`src/mips_ctrl_pkg.sv`:
```
`default_nettype none

package mips_ctrl_pkg;

   ////////////////////////////////////////
   // Load and store select.
   ////////////////////////////////////////

   // Upper bit marks an unsigned load, lower two bits give the size.
   localparam int SEL_WIDTH = 3;
   localparam int SIZE_WIDTH = 2;
   localparam int SEL_UNSIGNED_BIT = 2;

   // Full select codes.
   localparam logic [SEL_WIDTH-1:0] SEL_BYTE = 3'b000;
   localparam logic [SEL_WIDTH-1:0] SEL_HALF = 3'b001;
   localparam logic [SEL_WIDTH-1:0] SEL_WORD = 3'b011;
   localparam logic [SEL_WIDTH-1:0] SEL_BYTEU = 3'b100;
   localparam logic [SEL_WIDTH-1:0] SEL_HALFU = 3'b101;

   // Size field values.
   localparam logic [SIZE_WIDTH-1:0] SIZE_BYTE = 2'b00;
   localparam logic [SIZE_WIDTH-1:0] SIZE_HALF = 2'b01;
   localparam logic [SIZE_WIDTH-1:0] SIZE_WORD = 2'b11;

endpackage

`default_nettype wire

```
`src/mips_mem_pkg.sv`:
```
`default_nettype none

package mips_mem_pkg;

   ////////////////////////////////////////
   // Memory geometry.
   ////////////////////////////////////////

   // Register and memory word width.
   localparam int DATA_WIDTH = 32;

   // Byte lanes per word.
   localparam int NUM_LANES = 4;
   localparam int LANE_WIDTH = DATA_WIDTH / NUM_LANES;
   localparam int HALF_WIDTH = DATA_WIDTH / 2;

   // Words in data memory.
   localparam int RAM_DEPTH = 256;
   localparam int WORD_ADDR_WIDTH = $clog2(RAM_DEPTH);

   // The low bits pick the byte inside a word.
   localparam int LSB_WIDTH = $clog2(NUM_LANES);
   localparam int ADDR_WIDTH = WORD_ADDR_WIDTH + LSB_WIDTH;

   // Destination register index.
   localparam int REG_ADDR_WIDTH = 5;

   ////////////////////////////////////////
   // Two views of one data word.
   ////////////////////////////////////////

   // Lane 0 holds bits 7:0, so byte offset 0 is the low byte.
   typedef union packed {
      logic [NUM_LANES-1:0][LANE_WIDTH-1:0] bytes;
      logic [1:0][HALF_WIDTH-1:0] halves;
   } mem_word_u;

endpackage

`default_nettype wire

```
`src/mem_wb_register.sv`:
```
`timescale 1ns/1ps
`default_nettype none

module mem_wb_register (
   input wire logic i_clock,
   input wire logic i_soft_reset,
   input wire logic i_enable_pipeline,
   input wire logic i_reg_write,
   input wire logic i_mem_to_reg,
   input wire logic [mips_mem_pkg::REG_ADDR_WIDTH-1:0] i_registro_destino,
   input wire logic i_halt_detected,
   input wire logic [mips_mem_pkg::DATA_WIDTH-1:0] i_address_alu,
   input wire logic [mips_ctrl_pkg::SEL_WIDTH-1:0] i_select_bytes,
   input wire logic [mips_mem_pkg::LSB_WIDTH-1:0] i_addr_lsb,
   output logic o_reg_write,
   output logic o_mem_to_reg,
   output logic [mips_mem_pkg::REG_ADDR_WIDTH-1:0] o_registro_destino,
   output logic o_halt_detected,
   output logic [mips_mem_pkg::DATA_WIDTH-1:0] o_data_alu,
   output logic [mips_ctrl_pkg::SEL_WIDTH-1:0] o_select_bytes,
   output logic [mips_mem_pkg::LSB_WIDTH-1:0] o_addr_lsb
);

   // Write-back controls and ALU result.
   // Everything holds while the pipeline is stalled.
   always_ff @(posedge i_clock) begin
      if (!i_soft_reset) begin
         o_reg_write <= 1'b0;
         o_mem_to_reg <= 1'b0;
         o_registro_destino <= '0;
         o_halt_detected <= 1'b0;
         o_data_alu <= '0;
      end else if (i_enable_pipeline) begin
         o_reg_write <= i_reg_write;
         o_mem_to_reg <= i_mem_to_reg;
         o_registro_destino <= i_registro_destino;
         o_halt_detected <= i_halt_detected;
         o_data_alu <= i_address_alu;
      end
   end

   // The aligner uses this load context next to the registered RAM word.
   always_ff @(posedge i_clock) begin
      if (!i_soft_reset) begin
         o_select_bytes <= '0;
         o_addr_lsb <= '0;
      end else if (i_enable_pipeline) begin
         o_select_bytes <= i_select_bytes;
         o_addr_lsb <= i_addr_lsb;
      end
   end

endmodule

`default_nettype wire

```
`config.mk`:
```
export PLATFORM = sky130hd
export DESIGN_NAME = mem_wb_register
export DESIGN_NICKNAME = d
export VERILOG_FILES = /design/src/mips_ctrl_pkg.sv /design/src/mips_mem_pkg.sv /design/src/mem_wb_register.sv
export SDC_FILE = /design/constraint.sdc
export NUM_CORES = 1
export LEC_CHECK = 0
export BUFFER_PORTS_ARGS = -buffer_cell sky130_fd_sc_hd__buf_2
export CORE_MARGIN = 4
export CORE_UTILIZATION = 44
export DETAILED_ROUTE_END_ITERATION = 10
export HOLD_SLACK_MARGIN = 0.05
export PLACE_DENSITY = 0.79
export SLEW_MARGIN = 40
export SYNTH_ARGS = -nofsm -noshare
export SYNTH_HDL_FRONTEND = slang
export SYNTH_SLANG_ARGS = --single-unit
export TNS_END_PERCENT = 50
```
`constraint.sdc`:
```
create_clock -name i_clock -period 0.9 [get_ports i_clock]
set_input_delay 0.045 -clock i_clock [delete_from_list [all_inputs] [get_ports i_clock]]
set_output_delay 0.045 -clock i_clock [all_outputs]
set_load 0.02 [all_outputs]
```
# [Word-level counts from Yosys, hierarchy flattened]
# Cells that the tools add are included.
[word_totals] input_bits=48 latch_bits=0 memories=0 mem_bits_ro=0 ff_bits=45 elab_cells=7 ramBits=0
[classes] div=0 shifts=0 n_eq_ne=0 muxes=0 n_bitwise=0 n_reduce_logical=0 addsub=0 magnitude_cmp=0 mul=0

# [Depth between registers and ports, before layout]
[logic_depth] word_depth=0 ltp_mapped=4 ltp_nobuf=2

# [Worst setup path before layout]
# No wires, ideal clock.
[synth_timing] kind="input to register" startpoint="input port i_enable_pipeline" endpoint="register o_addr_lsb[0] in the netlist's numbering" n_path_buf=2 required_time_ps=784 arrival_time_ps=561 setup_slack_ps=223 setup_ps=116 path_stages=4 path_cell_list="buf_6 -> buf_12 -> mux2i_1 -> nor2b_1"
[synth_rtl] item="start: declaration" line="mem_wb_register.sv:7" rtl="input wire logic i_enable_pipeline,"
[synth_rtl] item="end signal: assignment" line="mem_wb_register.sv:49" rtl="o_addr_lsb <= i_addr_lsb;"
[synth_rtl] item="end: declaration" line="mem_wb_register.sv:21" rtl="output logic [mips_mem_pkg::LSB_WIDTH-1:0] o_addr_lsb"

# [Worst setup path after layout]
[layout_timing] startpoint="register o_data_alu[11] in the netlist's numbering" endpoint="output port o_data_alu[11] in the netlist's numbering"
[layout_rtl] item="start: declaration" line="mem_wb_register.sv:19" rtl="output logic [mips_mem_pkg::DATA_WIDTH-1:0] o_data_alu,"
[layout_rtl] item="start signal: assignment" line="mem_wb_register.sv:38" rtl="o_data_alu <= i_address_alu;"
# No word-level cell between the ends.

==> reports/qor.yml <==
timing:
  setup_ws_ns: 0.04376
  tns_ns: 0
  slew_headroom_pct: 61.63
  hold_viol: 0
  final_max_slew_viol_count: 0
  fmax_mhz: 1168
  rsz0062_at_grt: "false"
  finalSetupViolCount: 0
  fin_skew_ns: 0
  worst_pin_slew_ns: 0.5756
  period_minus_slack_ns: 0.8562
  post-route-period-util_pct: 95.14
critical_path:
  critPathMaxFanout: 2
  crit_path_start_kind: "flip-flop"
  path_class: "reg -> out"
  path_cells: "buf_2"
  worst_path_max_delay_cell: "dfxtp_1"
  cp_data_required_time_ns: 0.85
  cp_top_family: "flip-flops"
  r2r_slack_ns: 0.26
  path_buf_inv: 1
  cp.arrival_ns: 0.81
  crit_path_end_kind: "primary output"
  slowest_delay_ns: 0.35
final_layout:
  final_cell_mix: "92 x buf_2, 45 x mux2i_1, 45 x nor2b_1, 45 x dfxtp_1, 43 x dlygate4sd3_1"
  drive_above_1_share_pct: 36.07
  largest_reg_flops: 32
  fin_nets: 328
  largestRegisters: "o_data_alu x32, o_registro_destino x5, o_select_bytes x3"
  fin_util_pct: 72.93
  insertedDiodeCount: 0
  regMostFlops: "o_data_alu"
  final_common_cell: "buf_2"
  area_growth_pct: 56.98
yosys:
  syn_inst: 144
  synth.largest_area_cell: "dfxtp_1"
  synth_nets: 192
  synth_seq_cells: 45
  ys_types: 6
  yosysWarnings: 0
  synth-seq-area-share_pct: 51.80
  yosys-top-cells-area: "dfxtp_1 52%, mux2i_1 26%, nor2b_1 16%"
  postSynthAreaPerCell_um2: 12.08
  synth_top_area_share_pct: 51.80
  synth_area_um2: 1739
power_and_ir_drop:
  p_sw_w: 0.001047
  leakage_nw: 1.379
  vdd_ir_drop_max_mv: 1.081
  clkPwrFrac_pct: 28.7
  pwr-share-seq_pct: 51.4
  internal_power_w: 0.003161
  swShare_pct: 24.88
  combPwrFrac_pct: 19.8
  powerDensity_nw_per_um2: 1541
placed_design:
  place_hpwl_um: 2571
  gp_congestion: 0.6795
  port_buffers: 92
  post-place-ws_ns: 0.06935
route:
  drt-pass1-iter-count: 4
  post_drt_wl_per_cell_um: 13.22
  ant_nets: 0
  drc_errors: 0
  drt-vias-per-instance: 4.402
  wirelength_um: 4335
  vias: 1444
  drt_iter0_markers: 63
cts:
  cts_htree_levels: 2
  cts_root_buffer: "clkbuf_8"
  cts.reportedPaths.clkPinSlew_ns: 0.07
  post_cts_resized: 0
  cts_tree: "yes"
  cts_buffer_depth: 2
  cts-buffers-inserted: 5
  cts_sinks: 45
  clock_latency_ns: 0.29
grt:
  gr-usage-all-layers_pct: 18.21
  grt_pass1_wl_um: 7148
  grt_overflow: 0
  antenna_found_initial: 0
  grt_start_max_net_pins: 46
  grt_pass1_vias: 1499
min_path:
  min_path_type: "in -> reg"
floorplan:
  die_w_um: 70.87
  rows: 22
  start_util_pct: 46.46
  io_pins: 93
  die_h_um: 70.87
  core_um2: 3744
  dieArea_um2: 5023
status:
  outcome: "completed"
run:
  maxCapViolCount: 0
[Yosys cell counts]
cell type  count
dfxtp_1       45
buf_12         4
mux2i_1       45
nor2b_1       45
clkbuf_1       4
buf_6          1
[path summary, 6_finish.rpt]
check,startpoint,endpoint,depth (start not counted)
worst max-delay path,o_data_alu[11],o_data_alu[11],1
worst min-delay path,i_address_alu[31],o_data_alu[31],3
worst max register to register,o_data_alu[15],o_data_alu[15],2
worst min register to register,o_registro_destino[0],o_registro_destino[0],2
[per-layer routing]
layer	vias to the layer above	global-route usage (%)	routed length, um
li1	743	-	-
met1	631	21.30	1796
met2	61	31.10	2142
met3	9	4.688	298
met4	0	8.351	98
met5	-	0	0
[worst reg2reg max path: cells and delay by family (launching register included)]
kind | cells | cell delay, ns
flip-flops | 1 | 0.31
multiplexers | 1 | 0.15
AND/OR/NAND/NOR | 1 | 0.07
[power groups by stage]
stage,clock [W],sequential (W),combinational [W]
2_1_floorplan,0,0.00236,0.000293
3_3_place_gp,0,0.00221,0.000675
3_5_place_dp,0,0.00221,0.000689
4_1_cts,0.00125,0.00216,0.000832
5_1_grt,0.00133,0.00218,0.000905
6_report,0.00121,0.00216,0.000835
[cell type report]
| cell class | instances | area (um^2) |
|---|---|---|
| clock buffer | 7 | 86.33 |
| fill | 281 | 1013 |
| multi-input combinational | 90 | 732.0 |
| sequential | 45 | 900.9 |
| tap | 48 | 60.06 |
| timing repair buffer | 138 | 950.9 |
[stage by stage]
stage	area [um^2]	instances	total power (W)	hold WS, ns
final	2730	328	0.004208	0.06024
after global routing	2730	328	0.004412	0.07225
after CTS	2730	328	0.004247	0.05357
after detailed placement	2213	278	0.002896	0.3086
after global placement	2213	278	0.002883	0.3003
after floorplan	1739	144	0.002651	0.1732
[cells by family (layout without fill, tap and decap cells)]
group | Yosys count | after routing | share of synthesized area, %
buffers and inverters | 9 | 145 | 6.115
flip-flops | 45 | 45 | 51.80
multiplexers | 45 | 45 | 25.90
AND/OR/NAND/NOR | 45 | 45 | 16.19
[what timing repair did]
item,CTS,global route
endpoints found under the hold margin,43,0
hold buffers,43,0
buffers inserted,0,0
(Power assumes the default switching activity.)
