### src/mips_ctrl_pkg.sv
`default_nettype none

package mips_ctrl_pkg;

   ////////////////////////////////////////
   // Load and store select.
   ////////////////////////////////////////

   // Upper bit marks an unsigned load, lower two bits give the size.
   localparam int SEL_WIDTH = 3;
   localparam int SIZE_WIDTH = 2;
   localparam int SEL_UNSIGNED_BIT = 2;

   // Full select codes.
   localparam logic [SEL_WIDTH-1:0] SEL_BYTE = 3'b000;
   localparam logic [SEL_WIDTH-1:0] SEL_HALF = 3'b001;
   localparam logic [SEL_WIDTH-1:0] SEL_WORD = 3'b011;
   localparam logic [SEL_WIDTH-1:0] SEL_BYTEU = 3'b100;
   localparam logic [SEL_WIDTH-1:0] SEL_HALFU = 3'b101;

   // Size field values.
   localparam logic [SIZE_WIDTH-1:0] SIZE_BYTE = 2'b00;
   localparam logic [SIZE_WIDTH-1:0] SIZE_HALF = 2'b01;
   localparam logic [SIZE_WIDTH-1:0] SIZE_WORD = 2'b11;

endpackage

`default_nettype wire

### src/mips_mem_pkg.sv
`default_nettype none

package mips_mem_pkg;

   ////////////////////////////////////////
   // Memory geometry.
   ////////////////////////////////////////

   // Register and memory word width.
   localparam int DATA_WIDTH = 32;

   // Byte lanes per word.
   localparam int NUM_LANES = 4;
   localparam int LANE_WIDTH = DATA_WIDTH / NUM_LANES;
   localparam int HALF_WIDTH = DATA_WIDTH / 2;

   // Words in data memory.
   localparam int RAM_DEPTH = 256;
   localparam int WORD_ADDR_WIDTH = $clog2(RAM_DEPTH);

   // The low bits pick the byte inside a word.
   localparam int LSB_WIDTH = $clog2(NUM_LANES);
   localparam int ADDR_WIDTH = WORD_ADDR_WIDTH + LSB_WIDTH;

   // Destination register index.
   localparam int REG_ADDR_WIDTH = 5;

   ////////////////////////////////////////
   // Two views of one data word.
   ////////////////////////////////////////

   // Lane 0 holds bits 7:0, so byte offset 0 is the low byte.
   typedef union packed {
      logic [NUM_LANES-1:0][LANE_WIDTH-1:0] bytes;
      logic [1:0][HALF_WIDTH-1:0] halves;
   } mem_word_u;

endpackage

`default_nettype wire

### src/load_align.sv
`timescale 1ns/1ps
`default_nettype none

module load_align (
   input wire logic [mips_mem_pkg::DATA_WIDTH-1:0] i_word,
   input wire logic [mips_ctrl_pkg::SEL_WIDTH-1:0] i_select_bytes,
   input wire logic [mips_mem_pkg::LSB_WIDTH-1:0] i_addr_lsb,
   output logic [mips_mem_pkg::DATA_WIDTH-1:0] o_data
);

   localparam int DW = mips_mem_pkg::DATA_WIDTH;
   localparam int LW = mips_mem_pkg::LANE_WIDTH;
   localparam int HW = mips_mem_pkg::HALF_WIDTH;

   mips_mem_pkg::mem_word_u word_view;
   logic [LW-1:0] byte_pick;
   logic [HW-1:0] half_pick;
   logic byte_fill;
   logic half_fill;
   logic is_unsigned;

   assign word_view = i_word;

   ////////////////////////////////////////
   // Pick the addressed piece.
   ////////////////////////////////////////

   assign byte_pick = word_view.bytes[i_addr_lsb];
   // Bit 0 is ignored for halfwords.
   assign half_pick = word_view.halves[i_addr_lsb[1]];

   ////////////////////////////////////////
   // Sign or zero extension.
   ////////////////////////////////////////

   assign is_unsigned = i_select_bytes[mips_ctrl_pkg::SEL_UNSIGNED_BIT];
   assign byte_fill = ~is_unsigned & byte_pick[LW-1];
   assign half_fill = ~is_unsigned & half_pick[HW-1];

   always_comb begin
      case (i_select_bytes[mips_ctrl_pkg::SIZE_WIDTH-1:0])
         mips_ctrl_pkg::SIZE_BYTE: o_data = {{(DW-LW){byte_fill}}, byte_pick};
         mips_ctrl_pkg::SIZE_HALF: o_data = {{(DW-HW){half_fill}}, half_pick};
         // Word loads and the unused size code return the whole word.
         default: o_data = word_view;
      endcase
   end

endmodule

`default_nettype wire

### config.mk
export PLATFORM = sky130hd
export DESIGN_NAME = load_align
export DESIGN_NICKNAME = d
export VERILOG_FILES = /design/src/mips_ctrl_pkg.sv /design/src/mips_mem_pkg.sv /design/src/load_align.sv
export SDC_FILE = /design/constraint.sdc
export NUM_CORES = 1
export LEC_CHECK = 0
export BUFFER_PORTS_ARGS = -buffer_cell sky130_fd_sc_hd__buf_2
export CORE_MARGIN = 8
export CORE_UTILIZATION = 35
export DETAILED_ROUTE_END_ITERATION = 10
export PLACE_DENSITY = 0.84
export RECOVER_POWER = 25
export SYNTH_ARGS = -nofsm -noshare
export SYNTH_HDL_FRONTEND = slang
export SYNTH_SLANG_ARGS = --single-unit
### constraint.sdc
create_clock -name vclk -period 2.56
set_input_delay 0 -clock vclk [all_inputs]
set_output_delay 0 -clock vclk [all_outputs]
set_load 0.01 [all_outputs]
# Yosys cells after proc, flatten, opt, wreduce, memory -nomap -nowiden
# Cells that the tools add are included.
# totals
reg_bits	0
output_inout_bits	32
# op_classes
n_lt_le_gt_ge	2
eq_ne	1
muxes	5
bitwise	3
n_reduce_logical	1
# ops
cell	count
one-hot mux 32 bit (2 select lines)	1
2-to-1 mux 16 bit	2
binary-select mux 8 bit (select 2 bit)	1
2-to-1 mux 8 bit	1
< comparator 2 x 3 -> 1 bit, second input constant	1
bitwise AND 1 bit	2
equality test 2 x 1 -> 1 bit, second input constant	1
zero test 2 bit	1
< comparator 1 x 2 -> 1 bit, second input constant	1
inverter 1 bit	1

# Depth between registers and ports, before layout
# depth
depth_word	4
depth_mapped	5
depth_no_buf	3

# Least setup slack after synthesis
# No wires, ideal clock.
# synth_path
path_kind	in2out
from	input port i_select_bytes[1] (netlist bit)
to	output port o_data[10] (netlist bit)
t_arrival_ns	0.993
required_ns	2.560
slack_ns	1.567
path_stages	5
n_path_buf	2
path_cell_list	buf_2 or2_0 buf_4 nor3b_4 a221o_1
# synth_via
elab_chain_len	2
word_cells_on_any_way	3
cone_classes	eq/ne (1); mux (1); reduce/logical (1)
# synth_rtl
item	line_no	rtl
start: declaration	load_align.sv:6	input wire logic [mips_ctrl_pkg::SEL_WIDTH-1:0] i_select_bytes,
equality test 2 x 1 -> 1 bit or zero test 2 bit (tied branches)	load_align.sv:41	case (i_select_bytes[mips_ctrl_pkg::SIZE_WIDTH-1:0])
one-hot mux 32 bit (2 select lines) *	load_align.sv:41	
end: declaration	load_align.sv:8	output logic [mips_mem_pkg::DATA_WIDTH-1:0] o_data
# Every way passes the cells marked *; elsewhere a longest branch is shown, timed or not.

# Worst setup path in the final report
# layout_path
from	input port i_addr_lsb[1] (netlist bit)
to	output port o_data[2] (netlist bit)
# layout_via
elab_chain_len	3
word_cells_on_any_way	5
cone_classes	mux (5)
# layout_rtl
item	line_no	rtl
start: declaration	load_align.sv:7	input wire logic [mips_mem_pkg::LSB_WIDTH-1:0] i_addr_lsb,
binary-select mux 8 bit (select 2 bit) or 2-to-1 mux 16 bit (tied branches)	load_align.sv:28, load_align.sv:30	
2-to-1 mux 8 bit (not written as such) or 2-to-1 mux 16 bit (tied branches)	load_align.sv:28, load_align.sv:30	
one-hot mux 32 bit (2 select lines) *	load_align.sv:41	
# Every way passes the cells marked *; elsewhere a longest branch is shown, timed or not. The select of a mux whose other input is x is not followed.

==> results.md <==
- Critical path endpoint category: output port
- Hold Fails Final Rpt: 0
- Core ar.: 0.00194 mm2
- Global-route wire length before repair: 4.32 mm
- Clock share of power: 0%
- Min Tclk post-route: 1.94 ns
- Synth warn: 0
- Hold Path Sink: o_data[20]
- GP Congestion: 0.843
- Crit path largest cell delay: 0.67 ns
- Syn avg cell area: 7.63 um2
- Crit-path cells: clkbuf_1 > nor2b_1 > nand2_2 > o221a_2 > buf_2
- Sequential cell area: 0 um2
- Vias in the first global route: 940
- Routed wire length: 3.02 mm
- PostCTS Resize Cnt: 0
- Class of the worst hold path: in -> out
- Min-delay src: i_word[20]
- Drt drc: 0
- Least-Margin Pin Slew: 0.835 ns
- Switching Share: 54.0%
- GR Util All Layers: 14.4%
- Vias per cell: 5.61
- VDD IR max: 0.0981 mV
- Pre-CTS setup slack: 1.01 ns
- Critical path data required time: 2.56 ns
- Post-synthesis sequential area ratio: 0%
- Routed Antenna Nets: 0
- Arrival @ worst endpoint: 1.94 ns
- Die area: 0.00372 mm2
- First-pass DRT Iterations: 4
- Pwr Density: 223 mW/mm2
- Setup ws final: 0.615 ns
- CP Launch Type: input pin
- Mapped Cells: 93
- Die W: 61.0 um
- Final period util: 76.0%
- Worst setup path class: in -> out
- Post-CTS setup buffers: 0
- CTS Hold Buffers Added: 0
- # setup viols final: 0
- Total number of vias: 1016
- Antenna fix cells: 0
- Initial antenna violation count: 0
- Crit path max fanout: 12
- Routed len/inst: 16.7 um
- Leakage Power: 0.520 nW
- Num ports: 69
- Synth unique cells: 23
- Final HPWL DP: 2.48 mm
- Cell area after synthesis: 709 um2
- Max-cap violations: 0
- Run status: finished clean
- Synth Net Count: 130
- Relative slew slack: 44.2%
- DR iter-0 viols: 57
- PortBufs: 69
- Final setup TNS: 0 ns
- Rows: 16
- Die H: 61.0 um
- Clock Buffer Count: 0
- Area delta synth->final: 41.3%
- Cells on Worst Hold Path: 4
- Final nets: 193
- Psw: 0.000121 W
- FF+latch count: 0
- Layout cells sized above 1: 55.8%
- RSZ-0062 raised after global routing: no
- Pint: 0.000103 W
- Max Clk Rate: 514 MHz
- Starting Density: 36.5%
- Seq pwr share: 0%
- Worst path slowest cell: nor2b_1
- Pin count of the biggest net entering global routing: 29
- Slew Limit Fails: 0
- Gate power share: 100.0%
- Gr ovfl total: 0
## critical path: cells and delay by family
family          cells  cell delay [ns]
simple gates        2             0.90
buf+inv             2             0.70
compound gates      1             0.34
## synth_stat cells
cell,n,share of area [%]
nand2_2,1,0.88
nor2b_1,1,0.88
mux2i_1,9,13
a21oi_2,1,1.2
a22o_1,8,9.9
o21ai_0,6,4.2
clkbuf_2,1,0.70
clkbuf_1,2,1.1
buf_6,3,4.8
nor3b_1,1,1.1
a221o_1,8,11
nor2_1,1,0.53
o221a_2,8,13
inv_2,1,0.53
mux4_2,1,3.2
nor3b_4,1,2.6
buf_4,2,2.1
nand2_1,24,13
buf_2,1,0.70
mux2_4,1,2.1
or2_0,1,0.88
nand2b_1,1,0.88
o21ai_2,10,12
## metrics by stage
stage               cell area (um2)  util, %  hold WS, ns  instances  power, W
CTS                            1030     53.0        0.312        181  0.000232
finish                         1000     51.6        0.318        181  0.000223
global placement               1030     53.0        0.304        181  0.000227
global route                   1000     51.6        0.345        181  0.000243
detailed placement             1030     53.0        0.312        181  0.000231
floorplan                       709        -        0.115         93  0.000143
## power groups by stage
stage	sequential (W)	clock [W]	combinational, W
detailed placement	0	0	0.000231
finish	0	0	0.000223
global route	0	0	0.000243
floorplan	0	0	0.000143
global placement	0	0	0.000227
CTS	0	0	0.000232
## cells by family (layout without fill, tap and decap cells)
logic type             after synthesis  count (layout)  synth area share (%)
AND/OR/NAND/NOR                     31              31                  20.5
multiplexers                        11              11                  18.0
buffers and inverters               10              71                  9.87
AO/OA/AOI/OAI                       41              41                  51.7
## cell usage in the layout (no fill, tap or decap), drive strengths merged, types with 2 or more instances in the layout
| master | n |
|---|---|
| nand2 | 25 |
| a221o | 8 |
| mux2i | 9 |
| nor3b | 2 |
| a22o | 8 |
| buf | 69 |
| o21ai | 16 |
| o221a | 8 |
## worst max-delay path by stage
stage / from / endpoint / slack, ns / cells after the start
6_report: i_addr_lsb[1] / o_data[2] / 0.62 / 5
5_1_grt: i_addr_lsb[1] / o_data[3] / 0.52 / 5
4_1_cts: i_addr_lsb[1] / o_data[2] / 0.99 / 5
3_5_place_dp: i_addr_lsb[1] / o_data[2] / 1.01 / 5
3_3_place_gp: i_addr_lsb[1] / o_data[3] / 1.10 / 5
2_1_floorplan: i_select_bytes[1] / o_data[10] / 1.57 / 5
## cell type report
class	count	area (um2)
tap	27	33.8
timing repair buffer	70	352
inverter	1	3.75
multi-input combinational	83	613
fill	209	940
## layer usage
metal  vias to the layer above  wire length, um  part of all wire, %  global-route usage (%)
met5                         -                0                    0                       0
met4                         0               23                 0.76                   0.997
met1                       457             1140                   38                    15.9
li1                        492                -                    -                       -
met2                        64             1360                   45                    26.6
met3                         3              496                   16                    4.80
(Power assumes the default switching activity.)
