--- src/mips_ctrl_pkg.sv ---
`default_nettype none

package mips_ctrl_pkg;

   ////////////////////////////////////////
   // Load and store select.
   ////////////////////////////////////////

   // Upper bit marks an unsigned load, lower two bits give the size.
   localparam int SEL_WIDTH = 3;
   localparam int SIZE_WIDTH = 2;
   localparam int SEL_UNSIGNED_BIT = 2;

   // Full select codes.
   localparam logic [SEL_WIDTH-1:0] SEL_BYTE = 3'b000;
   localparam logic [SEL_WIDTH-1:0] SEL_HALF = 3'b001;
   localparam logic [SEL_WIDTH-1:0] SEL_WORD = 3'b011;
   localparam logic [SEL_WIDTH-1:0] SEL_BYTEU = 3'b100;
   localparam logic [SEL_WIDTH-1:0] SEL_HALFU = 3'b101;

   // Size field values.
   localparam logic [SIZE_WIDTH-1:0] SIZE_BYTE = 2'b00;
   localparam logic [SIZE_WIDTH-1:0] SIZE_HALF = 2'b01;
   localparam logic [SIZE_WIDTH-1:0] SIZE_WORD = 2'b11;

endpackage

`default_nettype wire

--- src/mips_mem_pkg.sv ---
`default_nettype none

package mips_mem_pkg;

   ////////////////////////////////////////
   // Memory geometry.
   ////////////////////////////////////////

   // Register and memory word width.
   localparam int DATA_WIDTH = 32;

   // Byte lanes per word.
   localparam int NUM_LANES = 4;
   localparam int LANE_WIDTH = DATA_WIDTH / NUM_LANES;
   localparam int HALF_WIDTH = DATA_WIDTH / 2;

   // Words in data memory.
   localparam int RAM_DEPTH = 256;
   localparam int WORD_ADDR_WIDTH = $clog2(RAM_DEPTH);

   // The low bits pick the byte inside a word.
   localparam int LSB_WIDTH = $clog2(NUM_LANES);
   localparam int ADDR_WIDTH = WORD_ADDR_WIDTH + LSB_WIDTH;

   // Destination register index.
   localparam int REG_ADDR_WIDTH = 5;

   ////////////////////////////////////////
   // Two views of one data word.
   ////////////////////////////////////////

   // Lane 0 holds bits 7:0, so byte offset 0 is the low byte.
   typedef union packed {
      logic [NUM_LANES-1:0][LANE_WIDTH-1:0] bytes;
      logic [1:0][HALF_WIDTH-1:0] halves;
   } mem_word_u;

endpackage

`default_nettype wire

--- src/mem_access_ctrl.sv ---
`timescale 1ns/1ps
`default_nettype none

module mem_access_ctrl (
   input wire logic i_control_address_mem,
   input wire logic [mips_mem_pkg::DATA_WIDTH-1:0] i_address_alu,
   input wire logic [mips_mem_pkg::ADDR_WIDTH-1:0] i_address_debug,
   input wire logic [mips_mem_pkg::DATA_WIDTH-1:0] i_data_write_mem,
   input wire logic i_mem_write,
   input wire logic [mips_ctrl_pkg::SEL_WIDTH-1:0] i_select_bytes,
   input wire logic i_enable_mem,
   input wire logic i_enable_pipeline,
   output logic [mips_mem_pkg::ADDR_WIDTH-1:0] o_address,
   output logic [mips_mem_pkg::NUM_LANES-1:0] o_lane_we,
   output logic [mips_mem_pkg::DATA_WIDTH-1:0] o_data_lanes
);

   logic [mips_ctrl_pkg::SIZE_WIDTH-1:0] size;
   logic [mips_mem_pkg::LSB_WIDTH-1:0] lsb;
   logic [mips_mem_pkg::NUM_LANES-1:0] lane_mask;
   logic write_ok;

   // Debug selection takes the debug address.
   assign o_address = i_control_address_mem ? i_address_debug :
                      i_address_alu[mips_mem_pkg::ADDR_WIDTH-1:0];

   assign size = i_select_bytes[mips_ctrl_pkg::SIZE_WIDTH-1:0];
   assign lsb = o_address[mips_mem_pkg::LSB_WIDTH-1:0];

   // Lanes touched by an aligned store. A misaligned store touches none.
   always_comb begin
      lane_mask = '0;
      case (size)
         mips_ctrl_pkg::SIZE_BYTE: lane_mask = 4'b0001 << lsb;
         mips_ctrl_pkg::SIZE_HALF: begin
            if (!lsb[0]) begin
               lane_mask = lsb[1] ? 4'b1100 : 4'b0011;
            end
         end
         mips_ctrl_pkg::SIZE_WORD: begin
            if (lsb == '0) begin
               lane_mask = 4'b1111;
            end
         end
         default: lane_mask = '0;
      endcase
   end

   // The debug port only reads.
   assign write_ok = i_mem_write & ~i_control_address_mem & i_enable_mem & i_enable_pipeline;
   assign o_lane_we = write_ok ? lane_mask : '0;

   // Replicate narrow stores so every lane sees its own copy.
   always_comb begin
      case (size)
         mips_ctrl_pkg::SIZE_BYTE:
            o_data_lanes = {mips_mem_pkg::NUM_LANES{i_data_write_mem[7:0]}};
         mips_ctrl_pkg::SIZE_HALF:
            o_data_lanes = {2{i_data_write_mem[15:0]}};
         default: o_data_lanes = i_data_write_mem;
      endcase
   end

endmodule

`default_nettype wire

--- config.mk ---
export PLATFORM = sky130hd
export DESIGN_NAME = mem_access_ctrl
export DESIGN_NICKNAME = d
export VERILOG_FILES = /design/src/mips_ctrl_pkg.sv /design/src/mips_mem_pkg.sv /design/src/mem_access_ctrl.sv
export SDC_FILE = /design/constraint.sdc
export NUM_CORES = 1
export LEC_CHECK = 0
export BUFFER_PORTS_ARGS = -buffer_cell sky130_fd_sc_hd__buf_2
export CELL_PAD_IN_SITES_DETAIL_PLACEMENT = 1
export CELL_PAD_IN_SITES_GLOBAL_PLACEMENT = 1
export CORE_UTILIZATION = 15
export DETAILED_ROUTE_END_ITERATION = 8
export PLACE_DENSITY_LB_ADDON = 0.12
export SLEW_MARGIN = 30
export SYNTH_ARGS = -nofsm -noshare
export SYNTH_HDL_FRONTEND = slang
export SYNTH_SLANG_ARGS = --single-unit
--- constraint.sdc ---
create_clock -name vclk -period 1.35
set_input_delay 0.27 -clock vclk [all_inputs]
set_output_delay 0.27 -clock vclk [all_outputs]
set_load 0.01 [all_outputs]
After elaboration in Yosys (flattened, before gate mapping)

Cells that the tools add are included.

Register bits after elaboration: 0
Input bits: 81
Output and inout bits: 46
Logic and storage cells: 16

Eq/ne operators: 2
Shift operators: 1
Mux-type cells: 7
Bitwise logic cells: 4
Reductions and logical operators: 2

Operators with widths:

| operator                                                               | number |
|---|---|
| 32-bit case mux with 2 select lines                                    | 1 |
| 4-bit 2-to-1 mux                                                       | 4 |
| 4-bit case mux with 3 select lines                                     | 1 |
| 10-bit 2-to-1 mux                                                      | 1 |
| 2-bit logical NOT                                                      | 2 |
| 1-bit by 2-bit left shift with 4-bit output (first input constant)     | 1 |
| 1-bit AND                                                              | 3 |
| 2-bit by 1-bit equality test with 1-bit output (second input constant) | 1 |
| 2-bit equality test (second input constant)                            | 1 |
| 1-bit inverter                                                         | 1 |

Logic depth before layout (Yosys ltp)

Depth after elaboration: 5
Mapped depth: 4

Worst setup path before layout

OpenSTA, ideal clock, no wires.

Path type: input port to output port
Start point: input port i_control_address_mem
End point: output port o_lane_we[0] (netlist name)
Arrival: 1.180 ns
Required time: 1.080 ns
Slack: -0.100 ns
Cell stages on the path: 3
Path buffers: 1
Path through: buf_6 -> nand4b_4 -> a2111oi_0

Cells in the longest elaborated chain, start to end: 5

Ends and longest elaborated chain:

| item                                                            | line                                         | source |
|---|---|---|
| start: declaration                                              | mem_access_ctrl.sv:5                         | `input wire logic i_control_address_mem,` |
| 10-bit 2-to-1 mux or 1-bit inverter (tied branches)             | mem_access_ctrl.sv:24, mem_access_ctrl.sv:50 |  |
| 2-bit logical NOT (tied with other cells)                       | mem_access_ctrl.sv:41                        | `if (lsb == '0) begin` |
| 4-bit 2-to-1 mux (tied with other cells)                        | mem_access_ctrl.sv:41                        |  |
| 4-bit case mux with 3 select lines or 1-bit AND (tied branches) | mem_access_ctrl.sv:33, mem_access_ctrl.sv:50 |  |
| 4-bit 2-to-1 mux *                                              | mem_access_ctrl.sv:51                        | `assign o_lane_we = write_ok ? lane_mask : '0;` |
| end: declaration                                                | mem_access_ctrl.sv:14                        | `output logic [mips_mem_pkg::NUM_LANES-1:0] o_lane_we,` |

Mark *: on every way between the ends. The rest lies on a longest branch, timed or not.

Worst setup path after layout

Start point: input port i_control_address_mem
End point: output port o_lane_we[3] (netlist name)

Same word-level chain as after synthesis.

==> PnR_summary.wiki <==
{| class="wikitable"
! Metric !! Value
|-
| Result of the run || finished, violations left
|-
| Failing checks || setup timing
|-
| Dominant combinational cell family by area after synthesis || multiplexers
|-
| Met3 routed wirelength || about 340 um
|-
| Minimum clock period after layout || 1.57 ns
|-
| Max_cap viols || 0
|-
| Area of the placeable core || just over 4000 um^2
|-
| Setup Viol. Count Final || 11
|-
| Combinational group share of total power || 100.0%
|-
| Fraction of the core area covered by cells at the end of the flow || 36.5%
|-
| Number of distinct standard cells referenced by the synthesized netlist || 21
|-
| I/O Buffers || approximately 100
|-
| Via count of the first global-routing pass || 994
|-
| Worst setup slack after placement || -0.237 ns
|-
| CP startpoint kind || input pin
|-
| Met1 layer wirelength in the final routing || 977 um
|-
| Growth of design area from synthesis to finish || 128%
|-
| Internal || between 0.0003 and 0.0004 W
|-
| Global Route Usage Sum || 11.9%
|-
| Combined area of all synthesized cells || 654 um^2
|-
| Total count of hold-check failures in the final report || 0
|-
| Switching pwr || 0.000218 W
|-
| Wire length on met2 || around 1600 um
|-
| Initial antenna violation count || 0
|-
| Peak Freq || 0.636 GHz
|-
| Max-slew headroom || 80.1%
|-
| Clock group share of total power || 0%
|-
| First-pass GRT wire length || 4300 um
|-
| WL per Instance || 12.4 um
|-
| Total nets after synthesis || between 150 and 200
|-
| Sequential Power Share || 0%
|-
| Longest individual stage delay on the worst path || approximately 0.40 ns
|-
| Sequential cell area || 0 um^2
|-
| Slew at the pin with the worst max-slew slack || 0.292 ns
|-
| Family with the most delay on the worst path || simple AND/OR/NAND/NOR gates
|-
| Number of placement rows || 23
|-
| Num sequential || 0
|-
| GRT overflow || 0
|-
| Setup repair after global routing missed its margin || true
|-
| Number of design rule violations left after detail routing || 0
|-
| Final worst-path setup slack || -0.222 ns
|-
| Final ANT Viol Nets || 0
|-
| Starting Density || 16.0%
|-
| Required time of the critical path || 1.08 ns
|-
| Highest routing layer actually used || met3
|-
| Fraction of the mapped netlist area in simple logic gates || 13.6%
|-
| Yosys warns || 0
|-
| Share of layout cells above drive strength 1 || 82.5%
|-
| Average cell area after synthesis || between 8 and 9 um^2
|-
| Final Wtd Congestion || 0.639
|-
| Height of the die || a little under 70 um
|-
| Hold Path Origin || i_data_write_mem[0]
|-
| Cells after Synth || 78
|-
| Adder and majority cell fraction of the synthesized area || 0%
|-
| Hold Path Cell Cnt || 2
|-
| Leakage || a little over 0.8 nW
|-
| Final HPWL from detailed placement || 2420 um
|-
| Post-route clock period utilization || 116%
|-
| 1st-iter DRT viols || 7
|-
| Worst IR Drop VDD || ~0.10 mV
|-
| Width of the die || 68.1 um
|-
| Slowest stage cell, crit path || sky130_fd_sc_hd__or3_1
|-
| Post-synthesis sequential area ratio || 0%
|-
| Net count of the finished layout || 272
|-
| Vias || 1009
|-
| Post-synthesis xor/xnor area fraction || 1.34%
|-
| Cells along the critical path || buf_8 > buf_6 > nand4b_4 > or3_1 > o22ai_2 > buf_2
|-
| Detailed-routing iteration count for the pre-antenna-repair pass || 2
|-
| Synth Area in Compound Gates || 9.56%
|-
| Critical path class || input pin to output pin
|-
| Switching share of power || 42.0%
|-
| Largest net degree at the start of global routing || 22
|-
| Crit path buffers/inverters || 3
|-
| Hold endpoint || o_data_lanes[0]
|-
| Largest fanout on the critical path || 3
|-
| Tightest Hold Check Type || input pin to output pin
|-
| Routed vias/inst || 4.22
|-
| Total power divided by cell area || about 350 nW/um^2
|-
| Total detailed-routing wirelength || 2950 um
|-
| Layout clock buffer count || 0
|-
| Critical path capture point type || output pin
|-
| Number of top-level pins || 127
|-
| Number of antenna cells inserted || 0
|-
| Overall die area || roughly 4600 um^2
|-
| Fraction of synthesized area in multiplexers || 60.0%
|-
| Final Max Slew Viols || 0
|-
| Arr. time, crit path || 1.30 ns
|}
==> per-layer routing <==
layer / global-route usage (%) / up-vias
met5: 0 / -
met4: 0 / 0
met3: 2.17 / 0
met2: 25.9 / 64
met1: 11.8 / 443
li1: - / 502
==> synth_stat cells, drive strengths merged <==
| cell | n | share of area [%] |
|---|---|---|
| or2 | 1 | 0.96 |
| mux2 | 24 | 41 |
| xnor2 | 1 | 1.3 |
| clkbuf | 1 | 0.57 |
| nand2 | 8 | 4.6 |
| nand3 | 1 | 0.76 |
| a211oi | 1 | 1.1 |
| mux2i | 11 | 19 |
| o22ai | 1 | 0.96 |
| nand4b | 1 | 3.6 |
| buf | 12 | 13 |
| o21ai | 8 | 6.1 |
| nand4 | 1 | 0.96 |
| a2111oi | 1 | 1.3 |
| or3 | 1 | 0.96 |
| nor3 | 1 | 0.76 |
| inv | 3 | 1.7 |
| nor2 | 1 | 0.96 |
==> layout by cell type, fill, tap and decap left out, types with 2 or more instances in the layout <==
| cell type | count |
|---|---|
| sky130_fd_sc_hd__buf_2 | 92 |
| sky130_fd_sc_hd__mux2_2 | 16 |
| sky130_fd_sc_hd__buf_6 | 14 |
| sky130_fd_sc_hd__buf_4 | 13 |
| sky130_fd_sc_hd__mux2i_1 | 9 |
| sky130_fd_sc_hd__mux2_4 | 8 |
| sky130_fd_sc_hd__nand2_1 | 8 |
| sky130_fd_sc_hd__o21ai_0 | 8 |
| sky130_fd_sc_hd__buf_8 | 3 |
| sky130_fd_sc_hd__inv_1 | 2 |
| sky130_fd_sc_hd__buf_12 | 2 |
==> power by group through the flow <==
stage	clock network [W]	registers, W	logic [W]
floorplan	0	0	0.000219
global placement	0	0	0.000429
detailed placement	0	0	0.000437
CTS	0	0	0.000514
global route	0	0	0.000564
finish	0	0	0.000520
==> through the flow <==
stage / instance area, um^2 / TNS [ns] / hold WS [ns] / total power [W] / std cells
after detailed placement: 1270 / -2.66 / 0.767 / 0.000437 / 233
after global placement: 1270 / -2.47 / 0.762 / 0.000429 / 233
after global routing: 1490 / -1.30 / 0.781 / 0.000564 / 239
final: 1490 / -0.793 / 0.770 / 0.000520 / 239
after CTS: 1460 / -1.05 / 0.772 / 0.000514 / 236
after floorplan: 662 / 0 / 0.586 / 0.000219 / 78
==> final cells by class <==
type | instances | area [um^2]
tap | 50 | 62.6
multi-input combinational | 62 | 617
timing repair buffer | 124 | 801
inverter | 3 | 11.3
fill | 513 | 2590
==> cell families (layout without fill, tap and decap cells) <==
group	after synthesis	after routing
XOR/XNOR	1	1
AO/OA/AOI/OAI	11	11
buffers and inverters	16	127
AND/OR/NAND/NOR	15	15
multiplexers	35	35
==> how the worst max path moves through the flow <==
stage                          start      endpoint  cells past startpoint
2_1_floorplan  i_control_address_mem  o_lane_we[0]                      3
3_3_place_gp   i_control_address_mem  o_lane_we[3]                      6
3_5_place_dp   i_control_address_mem  o_lane_we[2]                      5
4_1_cts        i_control_address_mem  o_lane_we[3]                      6
5_1_grt        i_control_address_mem  o_lane_we[3]                      6
6_report       i_control_address_mem  o_lane_we[3]                      6
==> timing repair <==
action	4_1_cts	5_1_grt
cloned	0	0
setup buffers	3	3
setup endpoints to repair	20	20
pin swaps	2	1
gates resized for setup	33	3
hold buffers	0	0
Power figures use the tool's default switching activity.
